**config.mk**
```make
export PLATFORM = sky130hd
export DESIGN_NAME = aes_dec_core
export DESIGN_NICKNAME = d
export VERILOG_FILES = /design/src/aes_ctrl_pkg.sv /design/src/aes_types_pkg.sv /design/src/dec_step_if.sv /design/src/aes_dec_core.sv /design/src/dec_controller.sv /design/src/dec_round_datapath.sv /design/src/inv_mix_columns.sv /design/src/inv_sbox_rom.sv /design/src/inv_sub_shift.sv
export SDC_FILE = /design/constraint.sdc
export NUM_CORES = 2
export LEC_CHECK = 0
export BUFFER_PORTS_ARGS = -buffer_cell sky130_fd_sc_hd__clkbuf_2
export CAP_MARGIN = 20
export CORE_AREA = 2 2 337 339
export CTS_CLUSTER_DIAMETER = 60
export DETAILED_ROUTE_END_ITERATION = 12
export DIE_AREA = 0 0 339 341
export GPL_TIMING_DRIVEN = 0
export PLACE_DENSITY = 0.56
export SYNTH_ARGS = -nofsm -noshare
export SYNTH_HDL_FRONTEND = slang
export SYNTH_HIERARCHICAL = 1
export SYNTH_SLANG_ARGS = --single-unit
```
**constraint.sdc**
```tcl
create_clock -name clk -period 5.35 [get_ports clk]
set_input_delay 1.07 -clock clk [delete_from_list [all_inputs] [get_ports clk]]
set_output_delay 1.07 -clock clk [all_outputs]
set_load 0.01 [all_outputs]
```
**src/aes_ctrl_pkg.sv**
```systemverilog
package aes_ctrl_pkg;

    // Round sequencer states
    // sub waits for the byte walk, key applies the round key
    typedef enum logic [1:0]
    {
        idle,
        sub,
        key,
        done
    } dec_state_t;

    // Bytes in one AES state, one ROM lookup each
    localparam int state_bytes = 16;

    // Cycles from sub_start to sub_done, one extra for the ROM register
    localparam int sub_latency = state_bytes + 1;

endpackage

```
**src/aes_types_pkg.sv**
```systemverilog
package aes_types_pkg;

    // One state byte
    typedef logic [7:0] byte_t;

    // AES state as 16 bytes, byte 0 is the top byte
    // Bytes run column by column, index = 4 * column + row
    typedef byte_t [0:15] state_t;

    // Flat data block as seen on the ports
    typedef logic [127:0] block_t;

    // One round key, same byte order as the state
    typedef logic [127:0] round_key_t;

    // Round key index, 0 up to 14 for AES-256
    typedef logic [3:0] key_idx_t;

endpackage

```
**src/dec_step_if.sv**
```systemverilog
interface dec_step_if;

    // Load the new block, one cycle
    logic load;

    // Start of the byte-serial substitution, one cycle
    logic sub_start;

    // Apply round key and take the round result, one cycle
    logic key_step;

    // Level, valid with key_step
    // Low only on the final round
    logic mix_en;

    // Last substituted byte written, one cycle
    logic sub_done;

    modport ctrl
    (
        output load, sub_start, key_step, mix_en,
        input  sub_done
    );

    modport dp
    (
        input  load, sub_start, key_step, mix_en,
        output sub_done
    );

endinterface

```
**src/aes_dec_core.sv**
```systemverilog
module aes_dec_core #(
    parameter int num_rounds = 14
)
(
    input  logic                      clk,
    input  logic                      resetn,
    input  logic                      in_valid,
    input  aes_types_pkg::block_t     data_in,
    input  aes_types_pkg::round_key_t key,
    output aes_types_pkg::key_idx_t   key_addr,
    output aes_types_pkg::block_t     data_out,
    output logic                      out_valid,
    output logic                      busy
);

    // Step strobes between sequencer and datapath
    dec_step_if step ();

    dec_controller #(
        .num_rounds (num_rounds)
    ) u_ctrl
    (
        .clk       (clk),
        .resetn    (resetn),
        .in_valid  (in_valid),
        .step      (step.ctrl),
        .key_addr  (key_addr),
        .out_valid (out_valid),
        .busy      (busy)
    );

    // External key lookup feeds the datapath directly
    dec_round_datapath u_dp
    (
        .clk      (clk),
        .resetn   (resetn),
        .step     (step.dp),
        .data_in  (data_in),
        .key      (key),
        .data_out (data_out)
    );

endmodule

```
**src/dec_controller.sv**
```systemverilog
module dec_controller #(
    parameter int num_rounds = 14
)
(
    input  logic                    clk,
    input  logic                    resetn,
    input  logic                    in_valid,
    dec_step_if.ctrl                step,
    output aes_types_pkg::key_idx_t key_addr,
    output logic                    out_valid,
    output logic                    busy
);

    import aes_types_pkg::*;
    import aes_ctrl_pkg::*;

    dec_state_t state;
    logic       last_key;

    // Accept a block only when idle, key Nr is already on the port
    assign step.load = (state == idle) && in_valid;

    // One cycle per round in key
    assign step.key_step = (state == key);

    // Index 0 marks the final round, no column mix
    assign last_key    = (key_addr == '0);
    assign step.mix_en = !last_key;

    always_ff @(posedge clk or negedge resetn)
    begin
        if (!resetn)
        begin
            state          <= idle;
            key_addr       <= key_idx_t'(num_rounds);
            step.sub_start <= 1'b0;
            out_valid      <= 1'b0;
            busy           <= 1'b0;
        end
        else
        begin
            // Strobes default low
            step.sub_start <= 1'b0;
            out_valid      <= 1'b0;
            case (state)
                idle:
                begin
                    if (in_valid)
                    begin
                        state          <= sub;
                        step.sub_start <= 1'b1;
                        busy           <= 1'b1;
                        // Next key in place well before the first key step
                        key_addr       <= key_addr - 1'b1;
                    end
                end
                sub:
                begin
                    if (step.sub_done)
                        state <= key;
                end
                key:
                begin
                    if (last_key)
                    begin
                        state     <= done;
                        out_valid <= 1'b1;
                        busy      <= 1'b0;
                        key_addr  <= key_idx_t'(num_rounds);
                    end
                    else
                    begin
                        state          <= sub;
                        step.sub_start <= 1'b1;
                        key_addr       <= key_addr - 1'b1;
                    end
                end
                done:
                begin
                    state <= idle;
                end
                default:
                begin
                    state <= idle;
                end
            endcase
        end
    end

    a_no_start_idle: assert property (@(posedge clk) disable iff (!resetn)
        step.sub_start |-> state != idle);

    a_key_range: assert property (@(posedge clk) disable iff (!resetn)
        key_addr <= num_rounds);

    // Substitution unit answers only while we wait for it
    a_done_in_sub: assert property (@(posedge clk) disable iff (!resetn)
        step.sub_done |-> state == sub);

    // Fixed walk length through the datapath ROM
    a_sub_latency: assert property (@(posedge clk) disable iff (!resetn)
        step.sub_start |-> ##sub_latency step.sub_done);

endmodule

```
**src/dec_round_datapath.sv**
```systemverilog
module dec_round_datapath
(
    input  logic                      clk,
    input  logic                      resetn,
    dec_step_if.dp                    step,
    input  aes_types_pkg::block_t     data_in,
    input  aes_types_pkg::round_key_t key,
    output aes_types_pkg::block_t     data_out
);

    import aes_types_pkg::*;

    state_t state_q;
    state_t sub_out;
    state_t add_out;
    state_t mix_out;

    // InvShiftRows and InvSubBytes over the held state
    inv_sub_shift u_sub
    (
        .clk       (clk),
        .resetn    (resetn),
        .start     (step.sub_start),
        .state_in  (state_q),
        .state_out (sub_out),
        .done      (step.sub_done)
    );

    // AddRoundKey before the column mix
    assign add_out = sub_out ^ key;

    inv_mix_columns u_mix
    (
        .state_in  (add_out),
        .state_out (mix_out)
    );

    // Round state
    // load takes the first key addition, key_step the round result
    always_ff @(posedge clk)
    begin
        if (step.load)
            state_q <= data_in ^ key;
        else if (step.key_step)
            state_q <= step.mix_en ? mix_out : add_out;
    end

    // Output register, only the final round writes it
    // Holds until the next block finishes
    always_ff @(posedge clk or negedge resetn)
    begin
        if (!resetn)
            data_out <= '0;
        else if (step.key_step && !step.mix_en)
            data_out <= add_out;
    end

endmodule

```
**src/inv_mix_columns.sv**
```systemverilog
module inv_mix_columns
(
    input  aes_types_pkg::state_t state_in,
    output aes_types_pkg::state_t state_out
);

    import aes_types_pkg::*;

    // Multiply by x in GF(2^8), reduction poly 0x11b
    function automatic byte_t xtime(input byte_t b);
        return {b[6:0], 1'b0} ^ (b[7] ? 8'h1b : 8'h00);
    endfunction

    // Product with a 4-bit coefficient
    // Sum of b, 2b, 4b, 8b picked by the coefficient bits
    function automatic byte_t gmul(input byte_t b, input logic [3:0] c);
        byte_t x2;
        byte_t x4;
        byte_t x8;
        x2 = xtime(b);
        x4 = xtime(x2);
        x8 = xtime(x4);
        return (c[0] ? b : 8'h00) ^ (c[1] ? x2 : 8'h00) ^
               (c[2] ? x4 : 8'h00) ^ (c[3] ? x8 : 8'h00);
    endfunction

    // Inverse matrix rows are rotations of 0e 0b 0d 09
    always_comb
    begin
        for (int c = 0; c < 4; c++)
        begin
            state_out[4 * c + 0] = gmul(state_in[4 * c + 0], 4'he) ^
                                   gmul(state_in[4 * c + 1], 4'hb) ^
                                   gmul(state_in[4 * c + 2], 4'hd) ^
                                   gmul(state_in[4 * c + 3], 4'h9);
            state_out[4 * c + 1] = gmul(state_in[4 * c + 0], 4'h9) ^
                                   gmul(state_in[4 * c + 1], 4'he) ^
                                   gmul(state_in[4 * c + 2], 4'hb) ^
                                   gmul(state_in[4 * c + 3], 4'hd);
            state_out[4 * c + 2] = gmul(state_in[4 * c + 0], 4'hd) ^
                                   gmul(state_in[4 * c + 1], 4'h9) ^
                                   gmul(state_in[4 * c + 2], 4'he) ^
                                   gmul(state_in[4 * c + 3], 4'hb);
            state_out[4 * c + 3] = gmul(state_in[4 * c + 0], 4'hb) ^
                                   gmul(state_in[4 * c + 1], 4'hd) ^
                                   gmul(state_in[4 * c + 2], 4'h9) ^
                                   gmul(state_in[4 * c + 3], 4'he);
        end
    end

endmodule

```
**src/inv_sbox_rom.sv**
```systemverilog
module inv_sbox_rom
(
    input  logic                clk,
    input  aes_types_pkg::byte_t addr,
    output aes_types_pkg::byte_t data
);

    import aes_types_pkg::*;

    // Inverse S-box, entry 0 in the top byte
    // One row of 16 entries per literal
    localparam byte_t [0:255] inv_sbox =
    {
        128'h52096ad53036a538bf40a39e81f3d7fb,
        128'h7ce339829b2fff87348e4344c4dee9cb,
        128'h547b9432a6c2233dee4c950b42fac34e,
        128'h082ea16628d924b2765ba2496d8bd125,
        128'h72f8f66486689816d4a45ccc5d65b692,
        128'h6c704850fdedb9da5e154657a78d9d84,
        128'h90d8ab008cbcd30af7e45805b8b34506,
        128'hd02c1e8fca3f0f02c1afbd0301138a6b,
        128'h3a9111414f67dcea97f2cfcef0b4e673,
        128'h96ac7422e7ad3585e2f937e81c75df6e,
        128'h47f11a711d29c5896fb7620eaa18be1b,
        128'hfc563e4bc6d279209adbc0fe78cd5af4,
        128'h1fdda8338807c731b11210592780ec5f,
        128'h60517fa919b54a0d2de57a9f93c99cef,
        128'ha0e03b4dae2af5b0c8ebbb3c83539961,
        128'h172b047eba77d626e169146355210c7d
    };

    // Registered read, block ROM style
    always_ff @(posedge clk)
    begin
        data <= inv_sbox[addr];
    end

endmodule

```
**src/inv_sub_shift.sv**
```systemverilog
module inv_sub_shift
(
    input  logic                  clk,
    input  logic                  resetn,
    input  logic                  start,
    input  aes_types_pkg::state_t state_in,
    output aes_types_pkg::state_t state_out,
    output logic                  done
);

    import aes_types_pkg::*;
    import aes_ctrl_pkg::*;

    state_t                          shifted;
    state_t                          work;
    byte_t                           rom_addr;
    byte_t                           rom_data;
    logic                            walking;
    logic                            wr_pending;
    logic [$clog2(state_bytes)-1:0]  rd_idx;
    logic [$clog2(state_bytes)-1:0]  wr_idx;

    // InvShiftRows, row r rotates right by r columns
    always_comb
    begin
        for (int c = 0; c < 4; c++)
        begin
            for (int r = 0; r < 4; r++)
            begin
                shifted[4 * c + r] = state_in[4 * ((c + 4 - r) % 4) + r];
            end
        end
    end

    // Byte under lookup
    assign rom_addr = work[rd_idx];

    inv_sbox_rom u_rom
    (
        .clk  (clk),
        .addr (rom_addr),
        .data (rom_data)
    );

    // Read walk, write side trails by the ROM delay
    always_ff @(posedge clk or negedge resetn)
    begin
        if (!resetn)
        begin
            walking    <= 1'b0;
            wr_pending <= 1'b0;
            rd_idx     <= '0;
            wr_idx     <= '0;
        end
        else
        begin
            wr_pending <= walking;
            wr_idx     <= rd_idx;
            if (start)
            begin
                walking <= 1'b1;
                rd_idx  <= '0;
            end
            else if (walking)
            begin
                // Last address issued
                if (rd_idx == state_bytes - 1)
                    walking <= 1'b0;
                rd_idx <= rd_idx + 1'b1;
            end
        end
    end

    // Working copy, substituted in place one byte per cycle
    always_ff @(posedge clk)
    begin
        if (start)
            work <= shifted;
        else if (wr_pending)
            work[wr_idx] <= rom_data;
    end

    assign state_out = work;

    // High while the last byte goes in
    assign done = wr_pending && (wr_idx == state_bytes - 1);

    // Controller only restarts after the previous walk has drained
    a_no_restart: assert property (@(posedge clk) disable iff (!resetn)
        start |-> !walking && !wr_pending);

endmodule

```
==> results.md <==
* #FFs+latches synth at 411
* Final Non-Filler Cells at 4,929
* CTS Buffer Depth at 3
* Vias in the first global route at 26.6k
* Synth top cells by count: 475 x xnor2_1, 397 x xor2_1, 256 x edfxtp_1
* # setup viols final at 1
* Hold Fails Final Rpt at 0
* Slew Limit Fails at 0
* Unique masters post-synth at 98
* Final setup margin at -0.0630 ns
* Area growth, synth to finish at 17.0%
* Failing checks: setup timing
* Die width at 339 um
* Via/cell ratio at 5.35
* TritonCTS Buffers at 50
* First-pass GRT wire length at 214 mm
* Period minus WS final at 5.41 ns
* Ys flop type: edfxtp_1
* Fillcell total at 11.4k
* Critical path class: reg2reg
* Clock sink total at 411
* Gr usage total at 26.3%
* Initial Util at 29.9%
* Register area share after synthesis at 34.5%
* Post-synth EDFFs at 256
* Ranking of synthesized cells by area: edfxtp_1 23%, xnor2_1 12%, dfrtp_1 11%
* Worst Tran Pin Value at 1.04 ns
* Via Count at 26.4k
* # H-tree levels at 2
* Relative slew slack at 30.7%
* NumNets Final at 3,672
* Worst-path clk slew at 0.06 ns
* TritonCTS clock tree: yes
* Sequential cell area at 0.0115 sq mm
* CP arrival at 5.93 ns
* Dominant cell type by area after synthesis: edfxtp_1
* Layout Utilization at 35.0%
* Proportion of layout cells with a drive suffix above 1 at 23.3%
* Minimum hold slack at 0.380 ns
* # DRC at 0
* Rows at 123
* Worst-skew pair later-pin latency at 0.63 ns
* Period utilization at 101%
* Gpl congestion at 1.05
* Io pins at 393
* DR pass1 iterations at 6
* Startpoint types: flop
* Final ANT Viol Nets at 0
* Die area at 0.116 sq mm
* Drt total wl at 157 mm
* CTS Hold Buffers Added at 0
* Port Buffer Count at 392
* Synthesized area at 0.0335 sq mm
* Antenna violations before repair at 2
* Data required, critical path at 5.87 ns
* Multi-input gate area at 0.0205 sq mm
* Antenna diode count at 0
* Largest net degree at the start of global routing at 61
* Synth Warn # at 6
* Mean post-synth cell area at 11.4 sq um
* Initial drt markers at 2,969
* Die H at 341 um
* Outcome: finished with violations
* Max Freq at 0.185 GHz
* HP Class: in2async
* CP endpoint kind: flop
* RSZ-0062 raised after global routing: no
* WL/cell at 31.9 um
* Core area at 0.112 sq mm
* Synth Instances at 2,942
* Detailed Place HPWL at 126 mm
* Setup repair bufs after CTS at 0
* Most common cell in the netlist: xnor2_1
* Grt ovf at 0
* Post-Syn Nets at 3,223
* Dpl cells at 4,839
* CP max FO at 10
* Async SR Flop Fraction at 35.8%
* Setup total negative slack at -0.0630 ns
* CTS Root Buffer Type: clkbuf_16
* Max_cap viols at 0
* Synth top area share at 23.0%
* Clk_skew at 0.0221 ns
==> registers in the layout (all words and copies together), names as in the netlist <==
name                   count
u_ctrl/busy                1
u_ctrl/key_addr            4
u_ctrl/out_valid           1
u_ctrl/state               2
u_ctrl/step.sub_start      1
u_dp/data_out            128
u_dp/state_q             128
u_dp/u_sub/rd_idx          4
u_dp/u_sub/state_out     128
u_dp/u_sub/u_rom/data      8
u_dp/u_sub/walking         1
u_dp/u_sub/wr_idx          4
u_dp/u_sub/wr_pending      1
==> placed cells by master (no fill, tap or decap), types with 12 or more instances in the layout <==
master / Yosys / final
o21ai_0: 49 / 49
a22o_1: 129 / 129
nor2b_1: 33 / 32
clkbuf_16: 0 / 51
o211ai_1: 17 / 17
o21ai_1: 131 / 131
clkbuf_2: 1 / 397
nor2_1: 61 / 59
nand3_1: 27 / 27
buf_4: 25 / 27
xnor2_1: 475 / 475
a211oi_1: 17 / 17
dfrtp_1: 144 / 144
a22oi_1: 16 / 16
buf_6: 26 / 26
xor3_1: 12 / 12
a21oi_1: 43 / 43
xnor3_1: 106 / 106
ha_1: 22 / 22
nand2_1: 190 / 188
buf_2: 89 / 88
a21o_1: 23 / 23
mux2_1: 28 / 28
mux2_4: 100 / 100
nand2b_1: 21 / 20
edfxtp_1: 256 / 256
clkbuf_1: 96 / 97
mux4_1: 16 / 16
mux4_2: 18 / 18
xor2_1: 397 / 397
mux2i_1: 131 / 131
nor3_1: 25 / 25
==> path summary, 6_finish.rpt <==
| check | start | end | slack (ns) | depth (start not counted) |
|---|---|---|---|---|
| setup / recovery | u_dp/u_sub/rd_idx[0]$_DFFE_PN0P_ | u_dp/u_sub/u_rom/data[6]$_DFF_P_ | -0.06 | 14 |
| hold / removal | resetn | u_dp/data_out[124]$_DFFE_PN0P_ | 0.38 | 1 |
| setup reg to reg | u_dp/u_sub/rd_idx[0]$_DFFE_PN0P_ | u_dp/u_sub/u_rom/data[6]$_DFF_P_ | -0.06 | 14 |
| hold reg to reg | u_dp/u_sub/rd_idx[1]$_DFFE_PN0P_ | u_dp/u_sub/wr_idx[1]$_DFF_PN0_ | 0.43 | 0 |
| max in group asynchronous | resetn | u_ctrl/key_addr[3]$_DFFE_PN1P_ | 3.93 | 3 |
| min in group clk | u_dp/u_sub/rd_idx[1]$_DFFE_PN0P_ | u_dp/u_sub/wr_idx[1]$_DFF_PN0_ | 0.43 | 0 |
==> cells by family (layout without fill, tap and decap cells) <==
family | Yosys count | after routing | synth area share [%]
XOR/XNOR | 1004 | 1004 | 31.7
AND/OR/NAND/NOR | 421 | 421 | 6.00
buffers and inverters | 265 | 752 | 4.28
adder cells (fa/ha/maj) | 22 | 22 | 0.823
flip-flops | 411 | 411 | 34.5
multiplexers | 294 | 294 | 11.9
AO/OA/AOI/OAI | 525 | 525 | 10.9
==> critical path, cell delays in order (launching register included) <==
cell and delay, ns:
dfrtp_1 0.40, buf_6 0.18, buf_6 0.20, mux4_2 0.53, a22oi_1 0.34, nand2_2 0.29, clkbuf_4 0.35, buf_2 0.31
clkinvlp_4 0.29, ha_1 0.69, nand2_1 0.46, a21o_1 0.27, a41oi_1 0.33, a32oi_1 0.31, a31o_1 0.33
==> routing by layer <==
metal | up-vias | wire length (um) | track usage (%)
met5 | - | 0 | 0
met4 | 0 | 8160 | 11.8
met3 | 306 | 12500 | 5.64
met2 | 1386 | 73800 | 43.6
met1 | 13300 | 63000 | 32.8
li1 | 11300 | - | -
==> through the flow <==
| stage | worst slack, ns | cell area, sq um |
|---|---|---|
| 2_1_floorplan | 1.57 | 33500 |
| 5_1_grt | 0.00795 | 39200 |
| 6_report | -0.0630 | 39200 |
| 3_5_place_dp | -0.700 | 37400 |
| 3_3_place_gp | -0.946 | 37300 |
| 4_1_cts | 0.0352 | 39100 |
==> cell type report <==
| cell class | instances | area share, % |
|---|---|---|
| clock buffers | 59 | 3.34 |
| multi-input cells | 2266 | 52.4 |
| clock inverters | 31 | 0.936 |
| plain buffers | 249 | 3.53 |
| inverters | 15 | 0.163 |
| repair buffers | 398 | 5.35 |
| well taps | 1500 | 4.79 |
| flip-flops and latches | 411 | 29.4 |
==> repair_timing <==
| item | in CTS | in global routing |
|---|---|---|
| setup endpoints to repair | 8 | 4 |
| endpoints found under the hold margin | 0 | 0 |
| gates cloned | 0 | 0 |
| resized for setup | 13 | 8 |
Power is not shown: default switching activity piles up to over one toggle a cycle in this logic, so the estimate is an artifact.
